### config.mk
export PLATFORM = sky130hd
export DESIGN_NAME = scan_timer
export DESIGN_NICKNAME = d
export VERILOG_FILES = /design/src/design/panel_pkg.sv /design/src/design/scan_timer.sv
export SDC_FILE = /design/constraint.sdc
export NUM_CORES = 1
export LEC_CHECK = 0
export BUFFER_PORTS_ARGS = -buffer_cell sky130_fd_sc_hd__buf_2
export CAP_MARGIN = 30
export CORE_UTILIZATION = 49
export DETAILED_ROUTE_END_ITERATION = 12
export PLACE_DENSITY = 0.74
export SLEW_MARGIN = 20
export SYNTH_ARGS = -nofsm -noshare
export SYNTH_HDL_FRONTEND = slang
export SYNTH_SLANG_ARGS = --single-unit
### constraint.sdc
create_clock -name ClockA -period 2 [get_ports ClockA]
set_clock_uncertainty 0.15 [all_clocks]
set_input_delay 0 -clock ClockA [delete_from_list [all_inputs] [get_ports ClockA]]
set_output_delay 0 -clock ClockA [all_outputs]
set_load 0.02 [all_outputs]
### src/design/panel_pkg.sv
package panel_pkg;

    // panel geometry
    localparam int PANEL_WIDTH = 32;
    localparam int PANEL_HEIGHT = 16;
    localparam int PANEL_HALFHEIGHT = 8;
    localparam int SUBPANELS = 2;
    localparam int BYTES_PER_PIXEL = 3;
    // one ram lane per half and colour
    localparam int LANES = SUBPANELS * BYTES_PER_PIXEL;
    // colour byte width, also the number of bit planes
    localparam int COLOR_BITS = 8;
    // lit cycles of plane 0, doubled per plane
    localparam int ON_BASE = 1;
    // read strobe to read data, address reg plus lane output reg
    localparam int READ_LATENCY = 2;

    // derived widths
    localparam int COL_BITS = $clog2(PANEL_WIDTH);
    localparam int ROW_BITS = $clog2(PANEL_HALFHEIGHT);
    localparam int Y_BITS = $clog2(PANEL_HEIGHT);
    localparam int SUB_BITS = $clog2(SUBPANELS);
    localparam int LANE_BITS = $clog2(LANES);
    localparam int PLANE_BITS = $clog2(COLOR_BITS);
    localparam int ON_BITS = $clog2(ON_BASE) + COLOR_BITS;
    // read pipe plus the pclk high phase of the last column
    localparam int DRAIN_CYCLES = READ_LATENCY + 1;
    localparam int DRAIN_BITS = $clog2(DRAIN_CYCLES);

    // COLOR_NONE is the illegal code, never stored
    typedef enum logic [1:0] {
        COLOR_RED   = 2'd0,
        COLOR_GREEN = 2'd1,
        COLOR_BLUE  = 2'd2,
        COLOR_NONE  = 2'd3
    } color_sel_t;

    typedef enum logic [2:0] {
        ST_IDLE,
        ST_SHIFT,
        ST_DRAIN,
        ST_LATCH,
        ST_SHOW
    } scan_state_t;

    // one location in every lane
    typedef struct packed {
        logic [ROW_BITS-1:0] row;
        logic [COL_BITS-1:0] col;
    } mem_read_addr_t;

    // lane index is subpanel * BYTES_PER_PIXEL + color
    typedef struct packed {
        logic [SUB_BITS-1:0] subpanel;
        mem_read_addr_t      addr;
        color_sel_t          color;
    } mem_write_addr_t;

    // lane 0 sits in the low byte
    typedef logic [LANES-1:0][COLOR_BITS-1:0] mem_read_data_t;

    // host write request
    typedef struct packed {
        logic [COL_BITS-1:0]   x;
        logic [Y_BITS-1:0]     y;
        color_sel_t            color;
        logic [COLOR_BITS-1:0] value;
    } pixel_write_t;

    typedef struct packed {
        logic                r0;
        logic                g0;
        logic                b0;
        logic                r1;
        logic                g1;
        logic                b1;
        logic                pclk;
        logic                lat;
        logic                oe_n;
        logic [ROW_BITS-1:0] row;
    } panel_pins_t;

endpackage

### src/design/scan_timer.sv
module scan_timer (
    input  logic                             ClockA,
    input  logic                             rst_n,
    input  logic                             col_step,
    input  logic                             plane_step,
    input  logic                             on_load,
    input  logic                             on_run,
    output logic [panel_pkg::COL_BITS-1:0]   col,
    output logic                             last_col,
    output logic [panel_pkg::ROW_BITS-1:0]   row,
    output logic [panel_pkg::PLANE_BITS-1:0] plane,
    output logic                             last_plane,
    output logic                             on_done
);

    logic [panel_pkg::ON_BITS-1:0] on_cnt;

    assign last_col   = (col == panel_pkg::COL_BITS'(panel_pkg::PANEL_WIDTH - 1));
    assign last_plane = (plane == panel_pkg::PLANE_BITS'(panel_pkg::COLOR_BITS - 1));
    // zero marks the last lit cycle
    assign on_done    = (on_cnt == '0);

    always_ff @(posedge ClockA) begin
        if (!rst_n) begin
            col    <= '0;
            row    <= '0;
            plane  <= '0;
            on_cnt <= '0;
        end else begin
            // column wraps to 0 by width
            if (col_step) begin
                col <= col + 1'b1;
            end
            // row moves on when the plane wraps
            if (plane_step) begin
                plane <= plane + 1'b1;
                if (last_plane) begin
                    row <= row + 1'b1;
                end
            end
            // binary weighted on time, minus one for the done cycle
            if (on_load) begin
                on_cnt <= (panel_pkg::ON_BITS'(panel_pkg::ON_BASE) << plane)
                          - panel_pkg::ON_BITS'(1);
            end else if (on_run && !on_done) begin
                on_cnt <= on_cnt - 1'b1;
            end
        end
    end

endmodule

; ---- After elaboration in Yosys (flattened, before gate mapping)
; Index checks and enable logic that the tools add are counted.
[word_totals]
input_bits = 6
out_inout_bits = 14
ff_bits = 19
[classes]
addsub = 5
n_eq_ne = 2
n_shift = 1
n_reduce_logical = 5
n_mux = 2
[op_table]
columns = op, count
row1 = 8-bit 2-to-1 mux, 2
row2 = 8-bit zero test, 1
row3 = "1-bit by 3-bit left shift with 8-bit output, first input constant", 1
row4 = "8-bit by 1-bit subtractor with 8-bit output, second input constant", 1
row5 = "8-bit by 2-bit subtractor with 8-bit output, second input constant", 1
row6 = "3-bit by 1-bit adder with 3-bit output, second input constant", 2
row7 = "5-bit by 1-bit adder with 5-bit output, second input constant", 1
row8 = "5-bit == test, second input constant", 1
row9 = "3-bit == test, second input constant", 1
row10 = 2-bit AND reduction, 1
row11 = 2-bit nonzero test, 1
row12 = 1-bit logical AND, 1
row13 = 1-bit zero test, 1

; ---- Logic depth before layout (Yosys ltp)
[depth]
ltp_word = 5
mapped_depth = 9
ltp_nobuf = 8

; ---- Worst setup path after synthesis
; No wires, ideal clock.
[synth_timing]
path_kind = flip-flop to flip-flop
startpoint = register plane[0] in the netlist's numbering
endpoint = register on_cnt[6] in the netlist's numbering
period_less_slack_ns = 2.091
stages_incl_launch_ff = 10
arrival_ns = 1.820
path_slack_ns = -0.091
setup_time_ns = 0.122
n_path_buf = 1
required_time_ns = 1.728
path_cell_list = dfxtp_1 -> inv_1 -> ha_1 -> clkbuf_1 -> nand2_1 -> ha_1 -> nand2b_1 -> o311a_1 -> a211oi_1 -> nor3_1
[synth_via]
elab_chain_cells = 3
[synth_lines]
columns = item, line_no
row1 = start: declaration, scan_timer.sv:11  ; output logic [panel_pkg::PLANE_BITS-1:0] plane,
row2 = start signal: assignment, scan_timer.sv:36  ; plane <= plane + 1'b1;
row3 = 1-bit by 3-bit left shift with 8-bit output, scan_timer.sv:43  ; on_cnt <= (panel_pkg::ON_BITS'(panel_pkg::ON_BASE) << plane)
row4 = 8-bit by 2-bit subtractor with 8-bit output, scan_timer.sv:44  ; - panel_pkg::ON_BITS'(1);
row5 = 8-bit 2-to-1 mux, scan_timer.sv:42  ; if (on_load) begin
row6 = end signal: assignment, scan_timer.sv:43
row7 = end signal: assignment, scan_timer.sv:46  ; on_cnt <= on_cnt - 1'b1;
row8 = end: declaration, scan_timer.sv:16  ; logic [panel_pkg::ON_BITS-1:0] on_cnt;
; Every way passes these cells.
; A chain may end at the register's enable or synchronous reset.

; ---- Worst setup path after layout
[layout_timing]
startpoint = register on_cnt[0] in the netlist's numbering
endpoint = register on_cnt[2] in the netlist's numbering
[layout_via]
elab_chain_cells = 4
elab_cells_between_ends = 7
[layout_lines]
columns = item
row1 = branches (longest 4 deep; another with 8-bit by 1-bit subtractor with 8-bit output)
; Several ways; the timed one is not identified. The select of a mux whose other input is x is not followed.

==> flow_metrics.env <==
export IMPL_yosys_warnings=0
export IMPL_max_cap_violations=0
export IMPL_yosysUniqueCellTypes=37
export IMPL_leakagePower_nw=0.6094
export IMPL_setup_violations=0
export IMPL_seq_area_frac_synth_pct=32.37
export IMPL_ys_seq_elements=19
export IMPL_start_kind="register"
export IMPL_worst_ir_drop_vdd_v=0.0004673
export IMPL_ys_async_sr_fraction_pct=0
export IMPL_syn_nets=151
export IMPL_cpMaxStageDelayCell="dfxtp_1"
export IMPL_regArea_um2=387.9
export IMPL_hold_viol_final=0
export IMPL_grt_max_degree=20
export IMPL_clkTransAtPathRegs_ns=0.11
export IMPL_dieHeight_um=50.97
export IMPL_drive_gt1_share_pct=23.87
export IMPL_synth_edff_count=0
export IMPL_num_io_pins=20
export IMPL_clock_latency_ns=0.31
export IMPL_antenna_found_initial=0
export IMPL_fin_cells=183
export IMPL_vias=995
export IMPL_status="complete, no violations"
export IMPL_numCtsBuffers=3
export IMPL_post_place_ws_ns=-0.002615
export IMPL_overflow=0
export IMPL_crit_fanout=5
export IMPL_htreeDepth=1
export IMPL_min_path_type="in2reg"
export IMPL_core_area_um2=2233
export IMPL_worst_slew_pin_slew_ns=0.5119
export IMPL_crit_path_max_incr_delay_ns=0.38
export IMPL_dp_cells=175
export IMPL_drt_iter0_drc=12
export IMPL_area_growth_pct=18.32
export IMPL_nNetsFinal=175
export IMPL_cts_max_path_buffers=2
export IMPL_post_cts_setup_buffer_count=0
export IMPL_drtAntennaViolNets=0
export IMPL_cts_tree="built"
export IMPL_die_x_um=50.97
export IMPL_grt_pass1_vias=981
export IMPL_ys_flop_type="dfxtp_1"
export IMPL_fmax_ghz=0.5279
export IMPL_grt_pass1_wl_um=4071
export IMPL_hold_slack_ns=0.03274
export IMPL_crit_buf_inv=2
export IMPL_die_area_um2=2597
export IMPL_clockRootBuffer="clkbuf_4"
export IMPL_required_ns=2.06
export IMPL_netlist_instances=132
export IMPL_core_rowCount=17
export IMPL_slew_viol_final=0
export IMPL_crit_arrival_ns=1.96
export IMPL_fin_crit_ns=1.894
export IMPL_port_buffer_count=19
export IMPL_numClockSinks=19
export IMPL_rsz0062_at_grt="no"
export IMPL_relSlewSlack_pct=65.66
export IMPL_n_antenna_cell=0
export IMPL_netlist_area_um2=1175
export IMPL_postSynthAreaPerCell_um2=8.901
export IMPL_track_usage_pct=20.71
export IMPL_nFillCells=202
export IMPL_dp_hpwl_um=1768
export IMPL_viasPerCell=5.437
export IMPL_start_util_pct=52.61
export IMPL_finalCritPeriodShare_pct=94.72
export IMPL_drcViolationCount=0
export IMPL_setup_ws_ns=0.1056
export IMPL_cp_cell_sequence="inv_1 > ha_1 > nor3b_1 > buf_4 > and2_1 > o31a_1 > a211oi_1"
export IMPL_cp_top_family="compound AO/OA/AOI/OAI gates"
export IMPL_gp_congestion=0.7705
export IMPL_path_class="reg2reg"
export IMPL_routedWlPerCell_um=12.80
export IMPL_drt_wl_total_um=2343
export IMPL_powerDensity_nw_per_um2=691.9
export IMPL_final_util_pct=62.24
export IMPL_end_kind="register"
export IMPL_drtPass1Iterations=4
export IMPL_multi_input_area_um2=755.7
export IMPL_tns_ns=0
registers in the layout, summed over array words and instances, names as in the netlist:
name	cells
col	5
on_cnt	8
plane	3
row	3
final timing paths:
path / from / to / slack, ns / cells past startpoint
setup / recovery: on_cnt[0] / on_cnt[2] / 0.11 / 7
hold / removal: rst_n / row[1] / 0.03 / 3
setup reg to reg: on_cnt[0] / on_cnt[2] / 0.11 / 7
hold reg to reg: row[1] / row[1] / 0.34 / 2
worst register-to-register path, stage by stage, from the launching register on:
cell and delay (ns):
dfxtp_1 0.38, inv_1 0.08, ha_1 0.21, nor3b_1 0.14, buf_4 0.15, and2_1 0.16, o31a_1 0.29, a211oi_1 0.24
cells in the mapped netlist (5+ instances only):
library cell | n | area (um^2)
inv_1 | 6 | 22.52
a21oi_1 | 5 | 25.02
nand2_1 | 8 | 30.03
ha_1 | 13 | 162.7
xnor2_1 | 6 | 52.55
a211oi_1 | 6 | 45.04
clkbuf_1 | 6 | 22.52
mux2i_1 | 5 | 50.05
nor2_1 | 17 | 63.81
xor2_1 | 6 | 52.55
dfxtp_1 | 19 | 380.4
where the power goes:
part | switching [W] | total (W) | internal (W)
Sequential | 0.0000337 | 0.000442 | 0.000408
Combinational | 0.000174 | 0.000320 | 0.000146
Clock | 0.000125 | 0.000200 | 0.0000748
placed cells by master (no fill, tap or decap), types with 2 or more instances in the layout:
cell           Yosys  final
a211oi_1           6      6
a21oi_1            5      5
buf_2              1     19
buf_4              0      3
clkbuf_4           0      3
dfxtp_1           19     17
dfxtp_4            0      2
dlygate4sd3_1      0      4
ha_1              13     10
ha_2               0      3
inv_1              6      6
mux2i_1            5      5
nand2_1            8      8
nand3_1            4      4
nor2_1            17     17
nor3_1             4      4
nor3b_1            2      2
o31ai_1            2      2
xnor2_1            6      6
xor2_1             6      6
cell families (layout without fill, tap and decap cells):
logic type / count (synthesis) / after routing / synth area share [%]
compound gates: 23 / 23 / 15.02
fa+ha+maj: 13 / 13 / 13.84
mux: 5 / 5 / 4.260
simple gates: 46 / 46 / 20.98
xor+xnor: 12 / 12 / 8.946
flops: 19 / 19 / 32.37
buf+inv: 14 / 37 / 4.578
metrics by stage:
step | total power [W] | cell area (um^2)
2_1_floorplan | 0.0006798 | 1179
3_3_place_gp | 0.0007416 | 1303
3_5_place_dp | 0.0007544 | 1303
4_1_cts | 0.0009619 | 1373
5_1_grt | 0.001023 | 1390
6_report | 0.0009618 | 1390
timing repair:
item	4_1_cts	5_1_grt
hold buffers	4	0
setup endpoints to repair	1	1
gates resized for setup	1	5
endpoints found under the hold margin	15	0
cloned	0	0
cell type report:
class                   count  area share [%]
well taps                  28           2.520
multi-input cells          99           54.37
repair buffers             26           11.34
flip-flops and latches     19           27.90
inverters                   7           1.890
clock inverters             1          0.3600
clock buffers               3           1.620
metal layers:
metal / share of wire [%] / track usage (%) / vias to the layer above
met5: 0 / 0 / -
met4: 1.8 / 9.722 / 0
met3: 2.1 / 2.679 / 5
met2: 50 / 36.84 / 16
met1: 46 / 24.27 / 464
li1: - / - / 510
Note: power is estimated with default switching activity, not from simulation.
