$ cat config.mk
export PLATFORM = sky130hd
export DESIGN_NAME = pixel_loader
export DESIGN_NICKNAME = d
export VERILOG_FILES = /design/src/design/panel_pkg.sv /design/src/design/pixel_loader.sv
export SDC_FILE = /design/constraint.sdc
export NUM_CORES = 1
export LEC_CHECK = 0
export BUFFER_PORTS_ARGS = -buffer_cell sky130_fd_sc_hd__buf_2
export CAP_MARGIN = 30
export CORE_MARGIN = 4
export CORE_UTILIZATION = 38
export DETAILED_ROUTE_END_ITERATION = 16
export HOLD_SLACK_MARGIN = 0.05
export PLACE_DENSITY = 0.84
export SLEW_MARGIN = 20
export SYNTH_ARGS = -nofsm -noshare
export SYNTH_HDL_FRONTEND = slang
export SYNTH_SLANG_ARGS = --single-unit
$ cat constraint.sdc
create_clock -name ClockA -period 1.6 [get_ports ClockA]
set_clock_uncertainty 0.2 [all_clocks]
set_input_delay 0.32 -clock ClockA [delete_from_list [all_inputs] [get_ports ClockA]]
set_output_delay 0.32 -clock ClockA [all_outputs]
set_load 0.05 [all_outputs]
$ cat src/design/panel_pkg.sv
package panel_pkg;

    // panel geometry
    localparam int PANEL_WIDTH = 32;
    localparam int PANEL_HEIGHT = 16;
    localparam int PANEL_HALFHEIGHT = 8;
    localparam int SUBPANELS = 2;
    localparam int BYTES_PER_PIXEL = 3;
    // one ram lane per half and colour
    localparam int LANES = SUBPANELS * BYTES_PER_PIXEL;
    // colour byte width, also the number of bit planes
    localparam int COLOR_BITS = 8;
    // lit cycles of plane 0, doubled per plane
    localparam int ON_BASE = 1;
    // read strobe to read data, address reg plus lane output reg
    localparam int READ_LATENCY = 2;

    // derived widths
    localparam int COL_BITS = $clog2(PANEL_WIDTH);
    localparam int ROW_BITS = $clog2(PANEL_HALFHEIGHT);
    localparam int Y_BITS = $clog2(PANEL_HEIGHT);
    localparam int SUB_BITS = $clog2(SUBPANELS);
    localparam int LANE_BITS = $clog2(LANES);
    localparam int PLANE_BITS = $clog2(COLOR_BITS);
    localparam int ON_BITS = $clog2(ON_BASE) + COLOR_BITS;
    // read pipe plus the pclk high phase of the last column
    localparam int DRAIN_CYCLES = READ_LATENCY + 1;
    localparam int DRAIN_BITS = $clog2(DRAIN_CYCLES);

    // COLOR_NONE is the illegal code, never stored
    typedef enum logic [1:0] {
        COLOR_RED   = 2'd0,
        COLOR_GREEN = 2'd1,
        COLOR_BLUE  = 2'd2,
        COLOR_NONE  = 2'd3
    } color_sel_t;

    typedef enum logic [2:0] {
        ST_IDLE,
        ST_SHIFT,
        ST_DRAIN,
        ST_LATCH,
        ST_SHOW
    } scan_state_t;

    // one location in every lane
    typedef struct packed {
        logic [ROW_BITS-1:0] row;
        logic [COL_BITS-1:0] col;
    } mem_read_addr_t;

    // lane index is subpanel * BYTES_PER_PIXEL + color
    typedef struct packed {
        logic [SUB_BITS-1:0] subpanel;
        mem_read_addr_t      addr;
        color_sel_t          color;
    } mem_write_addr_t;

    // lane 0 sits in the low byte
    typedef logic [LANES-1:0][COLOR_BITS-1:0] mem_read_data_t;

    // host write request
    typedef struct packed {
        logic [COL_BITS-1:0]   x;
        logic [Y_BITS-1:0]     y;
        color_sel_t            color;
        logic [COLOR_BITS-1:0] value;
    } pixel_write_t;

    typedef struct packed {
        logic                r0;
        logic                g0;
        logic                b0;
        logic                r1;
        logic                g1;
        logic                b1;
        logic                pclk;
        logic                lat;
        logic                oe_n;
        logic [ROW_BITS-1:0] row;
    } panel_pins_t;

endpackage

$ cat src/design/pixel_loader.sv
module pixel_loader (
    input  logic                       ClockA,
    input  logic                       rst_n,
    input  panel_pkg::pixel_write_t    pixel,
    input  logic                       pixel_wr,
    output logic                       wr,
    output panel_pkg::mem_write_addr_t wr_addr,
    output logic [7:0]                 wr_data
);

    logic pixel_ok;

    // strobes carrying the illegal colour are dropped here
    assign pixel_ok = pixel_wr && (pixel.color != panel_pkg::COLOR_NONE);

    always_ff @(posedge ClockA) begin
        if (!rst_n) begin
            wr <= 1'b0;
        end else begin
            wr <= pixel_ok;
        end
    end

    // top bit of y picks the half, the rest is the row in that half
    always_ff @(posedge ClockA) begin
        if (pixel_ok) begin
            wr_addr.subpanel <= pixel.y[panel_pkg::Y_BITS-1 -: panel_pkg::SUB_BITS];
            wr_addr.addr.row <= pixel.y[panel_pkg::ROW_BITS-1:0];
            wr_addr.addr.col <= pixel.x;
            wr_addr.color    <= pixel.color;
            wr_data          <= pixel.value;
        end
    end

endmodule

# Word level (Yosys, flattened, before mapping)
# Cells that the tools add are included.
# totals
register_bits	20
output_inout_bits	20
# classes
eq_ne	1
reduce_logical	1
# op_table
op	n
inequality test 2 bit (second input constant)	1
logical AND 1 bit	1

# Depth between registers and ports, before layout
# Gate-level depths: netlist (run 1).
# depth
word_depth	2
ltp_mapped	2

# Worst setup path before layout (run 1)
# No wires, ideal clock.
# synth_path
path_kind	input to register
start	in pixel[9] in the netlist's numbering
end	reg wr_addr[0] in the netlist's numbering (enable)
setup_ps	383
arrival_ps	929
t_required_ps	1017
setup_slack_ps	89
path_stages	1
path_buffers	0
cell_sequence	a21boi_2
# synth_via
elab_chain_len	2
# synth_rtl
element	line_no	source
start: declaration	pixel_loader.sv:4	input panel_pkg::pixel_write_t pixel,
inequality test 2 bit	pixel_loader.sv:14	assign pixel_ok = pixel_wr && (pixel.color != panel_pkg::COLOR_NONE);
logical AND 1 bit	pixel_loader.sv:14	
end: declaration	pixel_loader.sv:7	output panel_pkg::mem_write_addr_t wr_addr,
# No other way between the ends.
# A chain may end at the register's enable or synchronous reset.

# Final worst setup path (run 1)
# layout_path
start	in pixel[8] in the netlist's numbering
end	reg wr_data[1] (enable)
# layout_via
elab_chain_len	2
# layout_rtl
element	line_no	source
inequality test 2 bit	pixel_loader.sv:14	
logical AND 1 bit	pixel_loader.sv:14	
net pixel_ok	pixel_loader.sv:11	logic pixel_ok;
end signal: assignment	pixel_loader.sv:31	wr_data <= pixel.value;
end: declaration	pixel_loader.sv:8	output logic [7:0] wr_data
# The timed path passes the listed nets, and every way through them passes these cells.

==> results.yml, run 1 <==
run_status:
  status: "finished, final reports clean"
logic_synthesis:
  synth-compound-area-share: 0.0185
  synth_top_area_share: 0.938
  synth_fa_ha_area_frac: 0
  synth_simple_gate_area_share: 0.0103
  syn-cell-area_sq_um: 608
  synth_xor_area_frac: 0
  avgSynthCellArea_sq_um: 27.6
  seq_area_frac_synth: 0.971
  yosysWarningCount: 0
  synth_top_family_by_area: "compound AO/OA/AOI/OAI gates"
  synth.distinct_cells: 4
  postSynthCellCount: 22
  ys_top_cells_by_area: "edfxtp_1, dfxtp_1, a21boi_2"
  synth-seq-cells: 20
  synthesis.nets: 44
  muxShareOfSynthArea: 0
  yosys.area.top_type: "edfxtp_1"
routing:
  dr.first_iter.drc_count: 7
  vias_per_cell: 4.63
  wl_per_cell_microns: 15.0
  wl_microns: 1570
  drc: 0
  num_vias: 486
  first_pass_iters: 4
  postRouteAntennaNets: 0
run:
  cap_violations: 0
power:
  netSwitchingFraction: 0.297
  power_frac_seq: 0.554
  netSwitchingPower_w: 0.000339
  pwr-share-comb: 0.244
  power_density_nw_per_um2: 1060
  clkPwrFrac: 0.202
  leakagePower_nw: 0.467
  p_int_w: 0.000801
  ir_drop_mv: 0.667
floorplanning:
  fp.coreArea_sq_um: 1510
  die_y_microns: 48
  std_cell_rows: 14
  start_util: 0.404
  die_x_microns: 48
  die_area_sq_um: 2300
  ioPinCount: 42
critical_path:
  critPathKind: "input pin to flop"
  crit_required_ps: 1390
  arrival_ps: 1370
  crit_path_start_kind: "input pin"
  end_kind: "flop"
  crit_fanout: 13
timing:
  grt_setup_unrepaired: "false"
  relSlewSlack: 0.828
  tightest_slew_ps: 259
  fin_tns_setup_ps: 0
  setup_viol: 0
  slew_violations: 0
  finalHoldViolations: 0
  min_period_ps: 1580
  max_freq_mhz: 634
  fin_crit_sh: 0.986
cts:
  clkTransAtPathRegs_ps: 100
  cts.sinks: 20
  htreeDepth: 1
  post-cts-setup-buffers: 0
  cts_resized: 0
  cts_tree: "built"
  numCtsBuffers: 3
  cts_root_buffer: "clkbuf_4"
  clockBufferDepth: 2
global_route:
  gr-total-overflow: 0
  antenna_found_initial: 0
  grt_pass1_vias: 540
  grtUsageTotal: 0.155
  grt_max_degree: 14
  grt_pass1_wl_microns: 2290
worst_hold_path:
  holdCritPathClass: "input pin to flop"
placement:
  routabilityCongestion: 0.637
  placed_area_sq_um: 848
  io_buffers: 41
cells_and_area:
  synthToLayoutAreaGrowth_pct: 76.7
  num_antenna_cells: 0
  fill_cells: 99
  fin_area_sq_um: 1070
  drive_gt1_frac: 0.528
  num-nets-final: 112
flip-flops by register name, indices dropped and copies added, names as in the netlist:
signal / count
wr: 1
wr_addr: 11
wr_data: 8
final timing paths:
path | from | endpoint | slack, ps | depth (start not counted)
worst min-delay path | pixel_wr | wr_addr[6]$_DFFE_PP_ | 350 | 3
worst max-delay path | pixel[8] | wr_data[1]$_DFFE_PP_ | 20 | 4
logic make-up (layout without fill, tap and decap cells):
| kind of cell | Yosys count | in the layout |
|---|---|---|
| AOI/OAI and AO/OA | 1 | 1 |
| buffers and inverters | 0 | 67 |
| DFF | 20 | 20 |
| and+or+nand+nor | 1 | 1 |
metal layers:
metal  routed length [microns]  GRT usage
met1                       561      0.139
met2                       779      0.288
met3                       229     0.0789
met4                         0     0.0645
met5                         0          0
layout make-up:
class | count | area (sq um) | area share
flip-flops and latches | 20 | 591 | 0.549
repair buffers | 63 | 420 | 0.391
clock buffers | 4 | 26.3 | 0.0244
well taps | 16 | 20.0 | 0.0186
multi-input cells | 2 | 17.5 | 0.0163
through the flow:
| stage | total power (W) | hold WS, ps | util | setup slack (ps) | cells |
|---|---|---|---|---|---|
| floorplan | 0.000811 | 219 | - | 88.5 | 22 |
| global placement | 0.000879 | 297 | 0.563 | 313 | 81 |
| detailed placement | 0.000884 | 298 | 0.563 | 278 | 81 |
| CTS | 0.00116 | 350 | 0.713 | 50.5 | 105 |
| global route | 0.00119 | 368 | 0.713 | 4.35 | 105 |
| finish | 0.00114 | 355 | 0.713 | 22.2 | 105 |
what timing repair did:
| item | 4_1_cts | 5_1_grt |
|---|---|---|
| endpoints found under the hold margin | 20 | 0 |
| endpoints found under the setup margin | 0 | 0 |
| hold buffers | 20 | 0 |
power by group through the flow:
stage	sequential [W]	combinational, W	clock, W
3_3_place_gp	0.000642	0.000237	0
2_1_floorplan	0.000800	0.0000106	0
4_1_cts	0.000632	0.000278	0.000246
6_report	0.000631	0.000279	0.000230
5_1_grt	0.000636	0.000293	0.000266
3_5_place_dp	0.000644	0.000240	0
synth_stat cells (all sizes together):
cell / number
a21boi: 1
and2: 1
dfxtp: 1
edfxtp: 19
critical path: stages:
cell,delay (ps)
dlygate4sd3_1,540
buf_2,140
a21boi_2,140
buf_4,220
layout by cell type, fill, tap and decap left out, drive strengths merged:
| master | n |
|---|---|
| edfxtp | 19 |
| dlygate4sd3 | 20 |
| buf | 43 |
| a21boi | 1 |
| and2 | 1 |
| clkbuf | 4 |
| dfxtp | 1 |
Power figures use the tool's default switching activity.
==> run 2: changes to the inputs <==
--- a/config.mk
+++ b/config.mk
@@ -7,11 +7,11 @@
 export LEC_CHECK = 0
 export BUFFER_PORTS_ARGS = -buffer_cell sky130_fd_sc_hd__buf_2
 export CAP_MARGIN = 30
-export CORE_MARGIN = 4
 export CORE_UTILIZATION = 38
 export DETAILED_ROUTE_END_ITERATION = 16
 export HOLD_SLACK_MARGIN = 0.05
 export PLACE_DENSITY = 0.84
+export REMOVE_ABC_BUFFERS = 1
 export SLEW_MARGIN = 20
 export SYNTH_ARGS = -nofsm -noshare
 export SYNTH_HDL_FRONTEND = slang
==> run 2 against run 1 <==
Effect of this change:
- sequential power hardly changed
- combinational power about the same
- flip-flop and latch count did not move
- critical path depth unchanged
- die area fell by 23%
- fmax increased by 2.5%
- cell count is 0.95% lower
- cell area grew 1.4%
- largest power group unchanged
==> results.yml, run 2 (same netlist as run 1, synthesis figures left out) <==
run_status:
  status: "finished, final reports clean"
cells_and_area:
  final_common_cell: "buf_2"
  fill_cells: 98
  num_antenna_cells: 0
  regArea_sq_um: 591
  num-nets-final: 111
  largest_register: "wr_addr"
  multiInputGateArea_sq_um: 17.5
  synthToLayoutAreaGrowth_pct: 79.2
  largest_reg_flops: 11
  drive_gt1_frac: 0.534
  final_cell_mix: "buf_2, dlygate4sd3_1, edfxtp_1, clkbuf_4"
  reg_top3: "wr_addr: 11 flops, wr_data: 8 flops, wr: 1 flops"
  fin_area_sq_um: 1090
routing:
  postRouteAntennaNets: 0
  vias_per_cell: 4.24
  first_pass_iters: 1
  wl_per_cell_microns: 11.4
  drc: 0
  wl_microns: 1180
  num_vias: 441
  dr.first_iter.drc_count: 0
timing:
  max_freq_mhz: 650
  fin_crit_sh: 0.962
  grt_setup_unrepaired: "false"
  relSlewSlack: 0.830
  fin_tns_setup_ps: 0
  finalHoldViolations: 0
  slew_violations: 0
  min_period_ps: 1540
  tightest_slew_ps: 257
  setup_viol: 0
  fin_ws_ps: 61.1
critical_path:
  crit_path_start_kind: "input pin"
  slowest_stage: "dlygate4sd3_1"
  max_stage_delay_ps: 530
  crit_chain: "dlygate4sd3_1 > buf_2 > a21boi_2 > buf_12"
  critPathBufInv: 3
  critPathTopFamily: "buffers and inverters"
  startpoint: "pixel[8]"
  arrival_ps: 1340
  crit_fanout: 20
  crit_required_ps: 1400
  end_kind: "flop"
  critPathKind: "input pin to flop"
floorplanning:
  fp.coreArea_sq_um: 1510
  die_y_microns: 42
  die_area_sq_um: 1760
  std_cell_rows: 14
  start_util: 0.404
  die_x_microns: 42
  ioPinCount: 42
global_route:
  antenna_found_initial: 0
  grtUsageTotal: 0.152
  grt_max_degree: 21
  grt_pass1_wl_microns: 1890
  gr-total-overflow: 0
  grt_pass1_vias: 430
power:
  power_frac_seq: 0.533
  netSwitchingPower_w: 0.000338
  clkPwrFrac: 0.232
  ir_drop_mv: 0.644
  netSwitchingFraction: 0.285
  leakagePower_nw: 0.473
  pwr-share-comb: 0.235
  p_int_w: 0.000845
  power_density_nw_per_um2: 1090
cts:
  cts_tree: "built"
  clockBufferDepth: 2
  clkTransAtPathRegs_ps: 100
  cts.sinks: 20
  cts_root_buffer: "clkbuf_4"
  htreeDepth: 1
  numCtsBuffers: 3
placement:
  io_buffers: 41
  pre_cts_slack_ps: 307
  routabilityCongestion: 0.648
  placed_area_sq_um: 853
worst_hold_path:
  min_to: "wr_addr[8]$_DFFE_PP_"
  holdCritPathClass: "input pin to flop"
  min_from: "pixel_wr"
  hold_depth: 3
run:
  cap_violations: 0
run 2: worst min-delay path, delay by kind of cell:
kind,cells,cell delay (ps)
buffers and inverters,2,250
AO/OA/AOI/OAI,1,180
run 2: power groups by stage:
stage	registers (W)	logic (W)	clock network, W
final	0.000630	0.000278	0.000275
after global routing	0.000633	0.000289	0.000316
after CTS	0.000630	0.000277	0.000287
after detailed placement	0.000642	0.000239	0
after global placement	0.000641	0.000238	0
after floorplan	0.000800	0.0000106	0
run 2: stage by stage:
| step | util | cells | hold slack, ps | total power [W] |
|---|---|---|---|---|
| 2_1_floorplan | - | 22 | 219 | 0.000811 |
| 3_3_place_gp | 0.566 | 80 | 299 | 0.000879 |
| 3_5_place_dp | 0.566 | 80 | 299 | 0.000881 |
| 4_1_cts | 0.723 | 104 | 390 | 0.00119 |
| 5_1_grt | 0.723 | 104 | 388 | 0.00124 |
| 6_report | 0.723 | 104 | 398 | 0.00118 |
run 2: metal layers:
| layer | global-route usage | vias to the layer above | share of wire |
|---|---|---|---|
| li1 | - | 220 | - |
| met1 | 0.181 | 189 | 0.41 |
| met2 | 0.247 | 32 | 0.49 |
| met3 | 0.0474 | 0 | 0.096 |
| met4 | 0.0774 | 0 | 0 |
| met5 | 0 | - | 0 |
run 2: cell type report:
| cell class | instances | area share |
|---|---|---|
| flip-flops and latches | 20 | 0.542 |
| well taps | 16 | 0.0184 |
| repair buffers | 62 | 0.390 |
| clock buffers | 4 | 0.0333 |
| multi-input cells | 2 | 0.0161 |
run 2: worst max path at each step:
stage / endpoint / cells past startpoint / slack (ps)
finish: wr_addr[3]$_DFFE_PP_ / 4 / 60
global route: wr_data[7]$_DFFE_PP_ / 4 / 40
CTS: wr_addr[2]$_DFFE_PP_ / 4 / 80
detailed placement: wr_data[7]$_DFFE_PP_ / 3 / 310
global placement: wr_data[3]$_DFFE_PP_ / 3 / 320
floorplan: wr_addr[0]$_DFFE_PP_ / 1 / 90
run 2: what timing repair did:
action,in CTS,in global routing
buffers inserted,0,0
resized for setup,0,0
endpoints found under the hold margin,20,0
hold buffers,20,0
