**config.mk**
```make
export PLATFORM = sky130hd
export DESIGN_NAME = scan_fsm
export DESIGN_NICKNAME = d
export VERILOG_FILES = /design/src/design/panel_pkg.sv /design/src/design/scan_fsm.sv
export SDC_FILE = /design/constraint.sdc
export NUM_CORES = 1
export LEC_CHECK = 0
export ABC_AREA = 1
export BUFFER_PORTS_ARGS = -buffer_cell sky130_fd_sc_hd__buf_2
export CAP_MARGIN = 20
export CORE_AREA = 10 10 47 49
export CTS_CLUSTER_DIAMETER = 100
export DETAILED_ROUTE_END_ITERATION = 10
export DIE_AREA = 0 0 57 59
export PLACE_DENSITY = 0.71
export SYNTH_ARGS = -nofsm -noshare
export SYNTH_HDL_FRONTEND = slang
export SYNTH_SLANG_ARGS = --single-unit
```
**constraint.sdc**
```tcl
create_clock -name ClockA -period 1.05 [get_ports ClockA]
set_input_delay 0.105 -clock ClockA [delete_from_list [all_inputs] [get_ports ClockA]]
set_output_delay 0.105 -clock ClockA [all_outputs]
set_load 0.01 [all_outputs]
```
**src/design/panel_pkg.sv**
```systemverilog
package panel_pkg;

    // panel geometry
    localparam int PANEL_WIDTH = 32;
    localparam int PANEL_HEIGHT = 16;
    localparam int PANEL_HALFHEIGHT = 8;
    localparam int SUBPANELS = 2;
    localparam int BYTES_PER_PIXEL = 3;
    // one ram lane per half and colour
    localparam int LANES = SUBPANELS * BYTES_PER_PIXEL;
    // colour byte width, also the number of bit planes
    localparam int COLOR_BITS = 8;
    // lit cycles of plane 0, doubled per plane
    localparam int ON_BASE = 1;
    // read strobe to read data, address reg plus lane output reg
    localparam int READ_LATENCY = 2;

    // derived widths
    localparam int COL_BITS = $clog2(PANEL_WIDTH);
    localparam int ROW_BITS = $clog2(PANEL_HALFHEIGHT);
    localparam int Y_BITS = $clog2(PANEL_HEIGHT);
    localparam int SUB_BITS = $clog2(SUBPANELS);
    localparam int LANE_BITS = $clog2(LANES);
    localparam int PLANE_BITS = $clog2(COLOR_BITS);
    localparam int ON_BITS = $clog2(ON_BASE) + COLOR_BITS;
    // read pipe plus the pclk high phase of the last column
    localparam int DRAIN_CYCLES = READ_LATENCY + 1;
    localparam int DRAIN_BITS = $clog2(DRAIN_CYCLES);

    // COLOR_NONE is the illegal code, never stored
    typedef enum logic [1:0] {
        COLOR_RED   = 2'd0,
        COLOR_GREEN = 2'd1,
        COLOR_BLUE  = 2'd2,
        COLOR_NONE  = 2'd3
    } color_sel_t;

    typedef enum logic [2:0] {
        ST_IDLE,
        ST_SHIFT,
        ST_DRAIN,
        ST_LATCH,
        ST_SHOW
    } scan_state_t;

    // one location in every lane
    typedef struct packed {
        logic [ROW_BITS-1:0] row;
        logic [COL_BITS-1:0] col;
    } mem_read_addr_t;

    // lane index is subpanel * BYTES_PER_PIXEL + color
    typedef struct packed {
        logic [SUB_BITS-1:0] subpanel;
        mem_read_addr_t      addr;
        color_sel_t          color;
    } mem_write_addr_t;

    // lane 0 sits in the low byte
    typedef logic [LANES-1:0][COLOR_BITS-1:0] mem_read_data_t;

    // host write request
    typedef struct packed {
        logic [COL_BITS-1:0]   x;
        logic [Y_BITS-1:0]     y;
        color_sel_t            color;
        logic [COLOR_BITS-1:0] value;
    } pixel_write_t;

    typedef struct packed {
        logic                r0;
        logic                g0;
        logic                b0;
        logic                r1;
        logic                g1;
        logic                b1;
        logic                pclk;
        logic                lat;
        logic                oe_n;
        logic [ROW_BITS-1:0] row;
    } panel_pins_t;

endpackage

```
**src/design/scan_fsm.sv**
```systemverilog
module scan_fsm (
    input  logic                           ClockA,
    input  logic                           rst_n,
    input  logic                           scan_en,
    input  logic [panel_pkg::COL_BITS-1:0] col,
    input  logic                           last_col,
    input  logic [panel_pkg::ROW_BITS-1:0] row,
    input  logic                           on_done,
    output logic                           col_step,
    output logic                           plane_step,
    output logic                           on_load,
    output logic                           on_run,
    output logic                           rd_en,
    output panel_pkg::mem_read_addr_t      rd_addr,
    output logic                           latch,
    output logic                           show
);

    panel_pkg::scan_state_t state;
    panel_pkg::scan_state_t state_nx;
    // low phase reads, high phase steps the column
    logic phase;
    logic [panel_pkg::DRAIN_BITS-1:0] drain_cnt;

    always_ff @(posedge ClockA) begin
        if (!rst_n) begin
            state     <= panel_pkg::ST_IDLE;
            phase     <= 1'b0;
            drain_cnt <= '0;
        end else begin
            state     <= state_nx;
            phase     <= (state == panel_pkg::ST_SHIFT) ? ~phase : 1'b0;
            drain_cnt <= (state == panel_pkg::ST_DRAIN) ? drain_cnt + 1'b1 : '0;
        end
    end

    always_comb begin
        state_nx = state;
        case (state)
            panel_pkg::ST_IDLE:
                if (scan_en) state_nx = panel_pkg::ST_SHIFT;
            // 32 columns at two cycles each
            panel_pkg::ST_SHIFT:
                if (phase && last_col) state_nx = panel_pkg::ST_DRAIN;
            // wait for the last column to clock out
            panel_pkg::ST_DRAIN:
                if (drain_cnt == panel_pkg::DRAIN_BITS'(panel_pkg::DRAIN_CYCLES - 1)) begin
                    state_nx = panel_pkg::ST_LATCH;
                end
            panel_pkg::ST_LATCH:
                state_nx = panel_pkg::ST_SHOW;
            // a falling scan_en only takes effect once the show is over
            panel_pkg::ST_SHOW:
                if (on_done) state_nx = scan_en ? panel_pkg::ST_SHIFT : panel_pkg::ST_IDLE;
            default:
                state_nx = panel_pkg::ST_IDLE;
        endcase
    end

    assign rd_en      = (state == panel_pkg::ST_SHIFT) && !phase;
    assign col_step   = (state == panel_pkg::ST_SHIFT) && phase;
    assign latch      = (state == panel_pkg::ST_LATCH);
    // on time loads while the row latches
    assign on_load    = latch;
    assign show       = (state == panel_pkg::ST_SHOW);
    assign on_run     = show;
    assign plane_step = show && on_done;

    assign rd_addr.row = row;
    assign rd_addr.col = col;

endmodule

```
* After elaboration in Yosys (flattened, before gate mapping)
Cells that the tools add are included.
** Word-level totals
- Bits in registers :: 6
- Bits of input ports :: 13
- Logic and storage cells :: 29
** Operators by class
- $add $sub $neg :: 1
- Equal/unequal tests :: 9
- Muxes and demuxes :: 6
- Bitwise logic cells :: 1
- Reduce and logical (&&, ||, !) cells :: 9
** Operators by type and width (number)
- $pmux 3 s5 :: 1
- $mux 3 :: 4
- $eq 3x2->1 const B :: 2
- $ne 2x2->1 const B :: 3
- $logic_and 1x1->1 :: 4
- $reduce_and 2->1 :: 2
- $reduce_and 4->1 :: 1
- $eq 3x1->1 const B :: 1
- $eq 3x3->1 const B :: 1
- $logic_not 3->1 :: 1
- $add 2x1->2 const B :: 1
- $eq 2x2->1 const B :: 1
- $ne 2x1->1 const B :: 1
- $logic_not 1->1 :: 1
- $mux 1 :: 1
- $not 1->1 :: 1

* Logic depth before layout (Yosys ltp)
Gate-level depths: netlist of run 1.
- Depth in word-level cells :: 3
- Mapped depth :: 8

* Least setup slack after synthesis of run 1
OpenSTA, ideal clock, no wires.
- Kind :: register -> register
- Start :: register drain_cnt[0] in the netlist's numbering
- End :: register state[0]
- Data arrival time :: 0.890 ns
- Data required time :: 0.936 ns
- Slack :: 0.046 ns
- Stages on the path, launching flop included :: 8
- Buffers on the path :: 0
- Period minus slack after synthesis :: 1.004 ns
- Cell sequence :: dfxtp_1 inv_1 ha_1 nand3b_1 nand3_2 nand2_1 nand2_1 nor2_2
** On the way
- Cells in the longest elaborated chain, start to end :: 3
** Ends and longest elaborated chain
- start: declaration :: line scan_fsm.sv:23 : logic [panel_pkg::DRAIN_BITS-1:0] drain_cnt;
- start signal: assignment :: line scan_fsm.sv:33 : drain_cnt <= (state == panel_pkg::ST_DRAIN) ? drain_cnt + 1'b1 : '0;
- $eq 2x2->1 :: line scan_fsm.sv:47 : if (drain_cnt == panel_pkg::DRAIN_BITS'(panel_pkg::DRAIN_CYCLES - 1)) begin
- $ne 2x1->1 (no line)
- $reduce_and 4->1 (no line)
- end signal: assignment :: line scan_fsm.sv:27 : state <= panel_pkg::ST_IDLE;
- end signal: assignment :: line scan_fsm.sv:31 : state <= state_nx;
- end: declaration :: line scan_fsm.sv:19 : panel_pkg::scan_state_t state;
Every way passes these cells.
A chain may end at the register's enable or synchronous reset.

* Worst setup path after layout of run 1
- Start :: register state[0]
- End :: output port col_step
** On the way
- Cells in the longest elaborated chain, start to end :: 2
** Ends and longest elaborated chain
- $eq 3x1->1 :: line scan_fsm.sv:61 : assign col_step = (state == panel_pkg::ST_SHIFT) && phase;
- $logic_and 1x1->1 :: line scan_fsm.sv:61
- end: declaration :: line scan_fsm.sv:9 : output logic col_step,
Every way passes these cells.

==> summary.txt, run 1 <==
final clock skew - 0.00686 ns
nets@finish - 87
syn_area_per_cell - 6.78 µm²
Initial Util - 0.290
Achievable Freq - 845 MHz
violated checks - negative setup slack
DP Wirelength - 708 µm
die area - 3360 µm²
Slew Limit Fails - 0
part of the cycle the worst path needs - 1.13
1st-pass router iterations - 4
Synth area leaders - dfxtp_1, buf_4, nand2_1
via count - 399
Top FF cell, synth - dfxtp_1
share of cells above drive strength 1 - 0.577
Post-synth ARST share - 0
Crit. End Element - output port
Fin. Hold Viols - 0
peak supply drop - 0.000932 V
H-tree levels - 1
Core ar. - 1400 µm²
RSZ-0062 raised after global routing - yes
Pleak - 0.282 nW
CTS Buffer Depth - 2
initial antenna violation count - 0
Net Count, Synth - 74
status - finished, violations left
first-pass GRT wire length - 1.55 mm
Synth cell types - 15
min Tclk post-route - 1.18 ns
Area growth, synth to finish - 40.9%
Worst EP arrival - 1.08 ns
Cell Area, Synth - 407 µm²
multi-input logic area - 226 µm²
DIE HEIGHT - 59 µm
top-count cell post-synth - nand2_1
Worst Slack Setup Final - -0.134 ns
CP max-delay cell - dfxtp_4
worst-path cell chain - inv_4 -> nor2_4 -> nand2_2 -> nor2_1 -> buf_2
top cells by count, synth - nand2_1, buf_4, inv_1, nor2_1, dfxtp_1
Final ANT Viol Nets - 0
Post-synth EDFFs - 0
Worst-Skew Late Latency - 0.25 ns
Reg2Reg Launch Point - state[0]
worst hold start - rst_n
Synth Register Bits - 6
Die X - 57 µm
Port Buffers - 11
row cnt - 14
total track usage - 0.0597
Avg WL per Cell - 12.5 µm
number of buffers and inverters on the critical path - 2
power per cell area - 2480 nW/µm²
WHS - 0.124 ns
crit path kind - register to output port
largest net degree at the start of global routing - 7
Final Util - 0.409
Hold Crit Class - primary input to register
total gr overflow - 0
WP data required - 0.94 ns
CP Max Fanout - 3
final-report setup violation count - 9
Worst path top cell family by delay - flip-flops
sequential element share of the synthesized area - 0.295
CTS buffer count - 3
Max-slew headroom - 0.892
CTS tree - yes
Crit. Startpoint - state[0]
Least-Margin Pin Slew - 0.163 ns
synth warn - 0
antenna cell count - 0
CP startpoint kind - register
Max-Cap Viols - 0
CP max stage delay - 0.37 ns
I/O Pins - 28
Cells after Synth - 60
drt first-iter violations - 1
CTS Sinks - 6
FF/Latch Area - 133 µm²
post-synth top area share - 0.295
Synth area leader - dfxtp_1
gp weighted congestion - 0.692
filler instances - 148
DRC viols - 0
DR vias/cell - 4.59
clk root buf - clkbuf_4
number of global-route vias before repair - 372
Routed WL - 1.09 mm
CTS clk-pin slew, worst paths - 0.04 ns
[tightest hold or removal path, stage by stage]
cell	delay [ns]
buf_2	0.12
nand2_1	0.07
nor2_2	0.03
[metal layers]
metal,vias up,GRT usage,routed length [µm],part of all wire
met5,-,0,0,0
met3,5,0.0558,157,0.14
met2,16,0.101,598,0.55
met1,181,0.0440,318,0.29
met4,0,0.0336,16,0.015
li1,197,-,-,-
[cell families after synthesis]
kind of cell / after synthesis / synth area share
buf+inv: 20 / 0.277
compound gates: 2 / 0.0277
fa+ha+maj: 1 / 0.0308
flops: 6 / 0.295
simple gates: 31 / 0.369
[stage by stage]
| stage | instance area (µm²) | total power, mW | setup slack, ns | std cells | TNS (ns) |
|---|---|---|---|---|---|
| after floorplan | 407 | 0.735 | 0.0459 | 60 | 0 |
| after global placement | 407 | 0.784 | 0.0102 | 77 | 0 |
| after detailed placement | 407 | 0.802 | -0.0306 | 77 | -0.0306 |
| after CTS | 484 | 1.18 | -0.109 | 84 | -0.658 |
| after global routing | 573 | 1.54 | -0.199 | 87 | -1.43 |
| final | 573 | 1.42 | -0.134 | 87 | -0.767 |
[where the power goes]
group | switching, mW | internal (mW)
logic | 0.436 | 0.392
registers | 0.0755 | 0.306
clock network | 0.0832 | 0.129
total | 0.595 | 0.827
[flip-flops by register name, summed over array words and instances, names as in the netlist]
name	cells
state	3
drain_cnt	2
phase	1
[final timing paths]
kind,to,slack [ns],cells past startpoint
worst max register to register,state[0],-0.08,9
worst min register to register,drain_cnt[0],0.39,1
worst min-delay path,state[0],0.12,3
worst max-delay path,col_step,-0.13,5
[final cells by class]
cell class,instances,area share
multi-input cells,34,0.395
flip-flops and latches,6,0.231
repair buffers,18,0.229
inverters,10,0.0699
clock buffers,3,0.0393
well taps,16,0.0349
[repair_timing]
item	4_1_cts	5_1_grt
setup buffers	4	3
setup endpoints to repair	8	9
pin swaps	3	6
hold buffers	0	0
gates resized for setup	11	15
[cells in the final DEF (no fill, tap or decap), drive strengths merged]
master / netlist / layout
buf: 10 / 18
nand2: 12 / 12
nor2: 12 / 12
inv: 10 / 10
dfxtp: 6 / 6
nand3: 4 / 4
clkbuf: 0 / 3
nor3: 2 / 2
o22ai: 1 / 1
nand3b: 1 / 1
a21oi: 1 / 1
ha: 1 / 1
No activity file was read; power rests on OpenSTA's default activity.
==> run 2: changes to the inputs <==
PLACE_DENSITY = 0.68   (was 0.71)
SKIP_CTS_REPAIR_TIMING = 1   (was default)
clock period = 1.4 ns   (was 1.05 ns; I/O delays follow)
==> run 2 against run 1 <==
The flow now finishes without violations; clock skew fell by 0.0026 ns; critical path depth shrank 1; clock power decreased by 25%; critical endpoint unchanged; largest cell class unchanged; largest power group unchanged.
==> summary.txt, run 2 (synthesis gave the netlist of run 1 again) <==
status - completed (was finished, violations left)
Initial Util - 0.290 (unchanged)
row cnt - 14 (unchanged)
Hold Crit Class - primary input to register (unchanged)
min Tclk post-route - 1.25 ns
nets@finish - 80 (was 87)
clk root buf - clkbuf_4 (unchanged)
Final ANT Viol Nets - 0 (unchanged)
total gr overflow - 0 (unchanged)
1st-pass router iterations - 4 (unchanged)
worst-path cell chain - nor2_2 -> nand2_1 -> nor2_1 -> buf_2 (was inv_4 -> nor2_4 -> nand2_2 -> nor2_1 -> buf_2)
Crit. path cell count - 4 (was 5)
total track usage - 0.0532 (was 0.0597)
H-tree levels - 1 (unchanged)
Core ar. - 1400 µm² (unchanged)
power per cell area - 1760 nW/µm² (was 2480 nW/µm²)
gp weighted congestion - 0.744 (was 0.692)
die area - 3360 µm² (unchanged)
I/O Pins - 28 (unchanged)
largest net degree at the start of global routing - 7 (unchanged)
Die X - 57 µm (unchanged)
Routed WL - 837 µm (was 1.09 mm)
Pleak - 0.235 nW (was 0.282 nW)
Largest register FFs - 3 (unchanged)
WP data required - 1.26 ns (was 0.94 ns)
part of the cycle the worst path needs - 0.896
Fin. Hold Viols - 0 (unchanged)
number of global-route vias before repair - 353 (was 372)
Area growth, synth to finish - 5.85% (was 40.9%)
most frequent cells in the layout - nand2_1, buf_2, inv_1, nor2_1, dfxtp_1 (was nand2_1, buf_2, inv_1)
Max-slew headroom - 0.854 (was 0.892)
Crit. End Element - output port (unchanged)
initial antenna violation count - 0 (unchanged)
Slew Limit Fails - 0 (unchanged)
share of cells above drive strength 1 - 0.375 (was 0.577)
drt first-iter violations - 1 (unchanged)
R2R cell count - 7 (was 9)
final-report setup violation count - 0 (was 9)
peak supply drop - 0.000517 V (was 0.000932 V)
number of buffers and inverters on the critical path - 1 (was 2)
CP max stage delay - 0.35 ns (was 0.37 ns)
RSZ-0062 raised after global routing - no (was yes)
crit path kind - register to output port (unchanged)
Worst EP arrival - 1.11 ns (was 1.08 ns)
Worst path top cell family by delay - simple AND/OR/NAND/NOR gates (was flip-flops)
via count - 340 (was 399)
Top reg by flops - state (unchanged)
Worst Hold Depth - 3 (unchanged)
CTS tree - yes (unchanged)
CTS Buffer Depth - 2 (unchanged)
DR vias/cell - 4.25 (was 4.59)
first-pass GRT wire length - 1.44 mm (was 1.55 mm)
Avg WL per Cell - 10.5 µm (was 12.5 µm)
Fin Setup TNS - 0 ns (was -0.767 ns)
DRC viols - 0 (unchanged)
CTS Sinks - 6 (unchanged)
CP startpoint kind - register (unchanged)
DIE HEIGHT - 59 µm (unchanged)
Least-Margin Pin Slew - 0.218 ns (was 0.163 ns)
CP max-delay cell - dfxtp_1 (was dfxtp_4)
antenna cell count - 0 (unchanged)
CTS clk-pin slew, worst paths - 0.05 ns (was 0.04 ns)
CTS buffer count - 3 (unchanged)
Achievable Freq - 797 MHz
Max-Cap Viols - 0 (unchanged)
DP Wirelength - 702 µm (was 708 µm)
biggest registers after layout - state: 3 flops, drain_cnt: 2 flops, phase: 1 flops (unchanged)
final clock skew - 0.00425 ns (was 0.00686 ns)
CP Max Fanout - 5 (was 3)
Worst-Skew Late Latency - 0.24 ns (was 0.25 ns)
Port Buffers - 11 (unchanged)
WHS - 0.167 ns (was 0.124 ns)
[run 2: path summary, 6_finish.rpt]
path | startpoint | endpoint | slack, ns
hold / removal | rst_n | state[0] | 0.17
setup reg to reg | drain_cnt[0] | state[0] | 0.34
hold reg to reg | drain_cnt[0] | drain_cnt[0] | 0.42
setup / recovery | state[2] | col_step | 0.15
[run 2: layout make-up]
class | instances | area, µm²
multi-input cells | 34 | 174
clock buffers | 3 | 22.5
well taps | 16 | 20.0
inverters | 10 | 37.5
fillers | 162 | 971
flip-flops and latches | 6 | 121
repair buffers | 11 | 55.1
[run 2: power breakdown]
| group | internal, mW | total, mW | switching, mW |
|---|---|---|---|
| logic | 0.126 | 0.336 | 0.210 |
| clock network | 0.0969 | 0.158 | 0.0612 |
| registers | 0.217 | 0.265 | 0.0480 |
| total | 0.439 | 0.759 | 0.319 |
[run 2: routing by layer]
layer	vias up	share of wire	global-route usage
met5	-	0	0
met1	142	0.38	0.0453
li1	181	-	-
met2	15	0.48	0.0884
met4	0	0.0072	0.0134
met3	2	0.14	0.0515
[run 2: stage by stage]
step | instance area [µm²] | utilization | setup WS, ns | instances | total power [mW]
floorplan | 407 | - | 0.396 | 60 | 0.551
global placement | 407 | 0.290 | 0.362 | 77 | 0.590
detailed placement | 407 | 0.290 | 0.342 | 77 | 0.601
CTS | 429 | 0.306 | 0.0838 | 80 | 0.768
global route | 430 | 0.307 | 0.0419 | 80 | 0.831
finish | 430 | 0.307 | 0.146 | 80 | 0.759
[run 2: worst min-delay path, cell delays in order]
cell,delay (ns)
buf_2,0.12
nand2_1,0.08
nor2_2,0.03
==> run 3: changes to the inputs <==
clock period = 1.5 ns   (was 1.4 ns; I/O delays follow)
==> run 3 against run 2 <==
Routed wire length decreased by 6.2%; final area shrank 0.29%; sequential share of layout area down 0.21 points; clock power fell by 4%; worst setup slack better by 0.020 ns; power is 7.3% lower; via count down 0.29%; register-to-register slack improved by 0.10 ns; critical path type unchanged; critical path depth increased by 1; first-iteration DRC count rose to 11 times the previous value; global-route usage is 0.52 points lower; cell count is the same.
==> summary.txt, run 3 (synthesis gave the netlist of run 1 again) <==
min Tclk post-route - 1.33 ns
CTS clk-pin slew, worst paths - 0.04 ns (was 0.05 ns)
Worst-Skew Late Latency - 0.25 ns (was 0.24 ns)
CTS Sinks - 6 (unchanged)
Achievable Freq - 750 MHz
CTS tree - yes (unchanged)
I/O Pins - 28 (unchanged)
crit path kind - register to output port (unchanged)
number of global-route vias before repair - 309 (was 353)
RSZ-0062 raised after global routing - no (unchanged)
CP Max Fanout - 4 (was 5)
Initial Util - 0.290 (unchanged)
Max-Cap Viols - 0 (unchanged)
Switching Fraction - 0.421 (about the same)
switching pwr - 0.296 mW (was 0.319 mW)
largest net degree at the start of global routing - 7 (unchanged)
DR vias/cell - 4.24 (was 4.25)
Overall Power - 0.703 mW (was 0.759 mW)
DP Wirelength - 683 µm (was 702 µm)
Largest register FFs - 3 (unchanged)
antenna cell count - 0 (unchanged)
Comb power frac - 0.439 (was 0.443)
post-route cell area - 429 µm² (was 430 µm²)
Avg WL per Cell - 9.81 µm (was 10.5 µm)
CTS Buffer Depth - 2 (unchanged)
Fin Setup TNS - 0 ns (unchanged)
Hold Crit Class - primary input to register (unchanged)
CP startpoint kind - register (unchanged)
clk root buf - clkbuf_4 (unchanged)
drt first-iter violations - 11 (was 1)
Port Buffers - 11 (unchanged)
Pleak - 0.234 nW (was 0.235 nW)
status - completed (unchanged)
WP data required - 1.35 ns (was 1.26 ns)
final-report setup violation count - 0 (unchanged)
multi-input logic area - 174 µm² (unchanged)
H-tree levels - 1 (unchanged)
FF/Latch Area - 120 µm² (was 121 µm²)
filler instances - 168 (was 162)
CTS buffer count - 3 (unchanged)
Reg power frac - 0.346 (was 0.349)
Final ANT Viol Nets - 0 (unchanged)
part of the cycle the worst path needs - 0.889
share of cells above drive strength 1 - 0.359 (was 0.375)
final clock skew - 0.00450 ns (was 0.00425 ns)
DP Cell Count - 77 (unchanged)
DIE HEIGHT - 59 µm (unchanged)
Max-slew headroom - 0.855 (was 0.854)
die area - 3360 µm² (unchanged)
WHS - 0.175 ns (was 0.167 ns)
Die X - 57 µm (unchanged)
DRC viols - 0 (unchanged)
initial antenna violation count - 0 (unchanged)
Top reg by flops - state (unchanged)
total gr overflow - 0 (unchanged)
most frequent cells in the layout - nand2_1, buf_2, inv_1, nor2_1, dfxtp_1 (unchanged)
power per cell area - 1640 nW/µm² (was 1760 nW/µm²)
1st-pass router iterations - 4 (unchanged)
Layout Cells excl Fill - 80 (unchanged)
biggest registers after layout - state: 3 flops, drain_cnt: 2 flops, phase: 1 flops (unchanged)
Clk network pwr share - 0.215 (was 0.208)
total track usage - 0.0480 (was 0.0532)
gp weighted congestion - 0.749 (was 0.744)
Fin. Hold Viols - 0 (unchanged)
Slew Limit Fails - 0 (unchanged)
via count - 339 (was 340)
area post-placement - 407 µm² (unchanged)
Crit. End Element - output port (unchanged)
nets@finish - 80 (unchanged)
Power Internal - 0.407 mW (was 0.439 mW)
Routed WL - 785 µm (was 837 µm)
Worst EP arrival - 1.18 ns (was 1.11 ns)
row cnt - 14 (unchanged)
Least-Margin Pin Slew - 0.218 ns (about the same)
peak supply drop - 0.000504 V (was 0.000517 V)
first-pass GRT wire length - 1.25 mm (was 1.44 mm)
Area growth, synth to finish - 5.54% (was 5.85%)
Core ar. - 1400 µm² (unchanged)
run 3: cell counts in the layout (fill, tap and decap cells not counted):
Identical to the previous run, type by type.
run 3: final cells by class:
class                      instances  area share
timing repair buffer              11       0.128
sequential                         6       0.280
multi-input combinational         34       0.405
inverter                          10      0.0875
clock buffer                       3      0.0525
tap                               16      0.0466
run 3: final timing paths:
check | start | to | slack [ns] | depth (start not counted)
setup / recovery | state[0] | rd_en | 0.17 | 5
hold / removal | rst_n | state[0] | 0.17 | 3
setup reg to reg | drain_cnt[0] | state[0] | 0.44 | 7
hold reg to reg | drain_cnt[0] | drain_cnt[0] | 0.41 | 1
run 3: stage by stage:
stage | setup WS (ns) | util
floorplan | 0.496 | -
global placement | 0.452 | 0.290
detailed placement | 0.417 | 0.290
CTS | 0.153 | 0.306
global route | 0.0501 | 0.306
finish | 0.166 | 0.306
run 3: worst max-delay path, stage by stage (launching register included):
cell and delay (ns):
dfxtp_1 0.39, inv_2 0.06, nor2_2 0.13, nand2_1 0.13, nor2_1 0.10, buf_2 0.13
run 3: layer usage:
| metal | up-vias | part of all wire | track usage |
|---|---|---|---|
| met4 | 0 | 0.0076 | 0.0134 |
| met1 | 141 | 0.33 | 0.0358 |
| met2 | 16 | 0.47 | 0.0791 |
| li1 | 180 | - | - |
| met5 | - | 0 | 0 |
| met3 | 2 | 0.19 | 0.0558 |
run 3: power by group through the flow:
stage | Clock, mW | Sequential [mW] | Combinational, mW
after floorplan | 0 | 0.238 | 0.276
after global placement | 0 | 0.245 | 0.306
after CTS | 0.158 | 0.244 | 0.316
final | 0.152 | 0.243 | 0.308
after global routing | 0.167 | 0.251 | 0.353
after detailed placement | 0 | 0.247 | 0.315
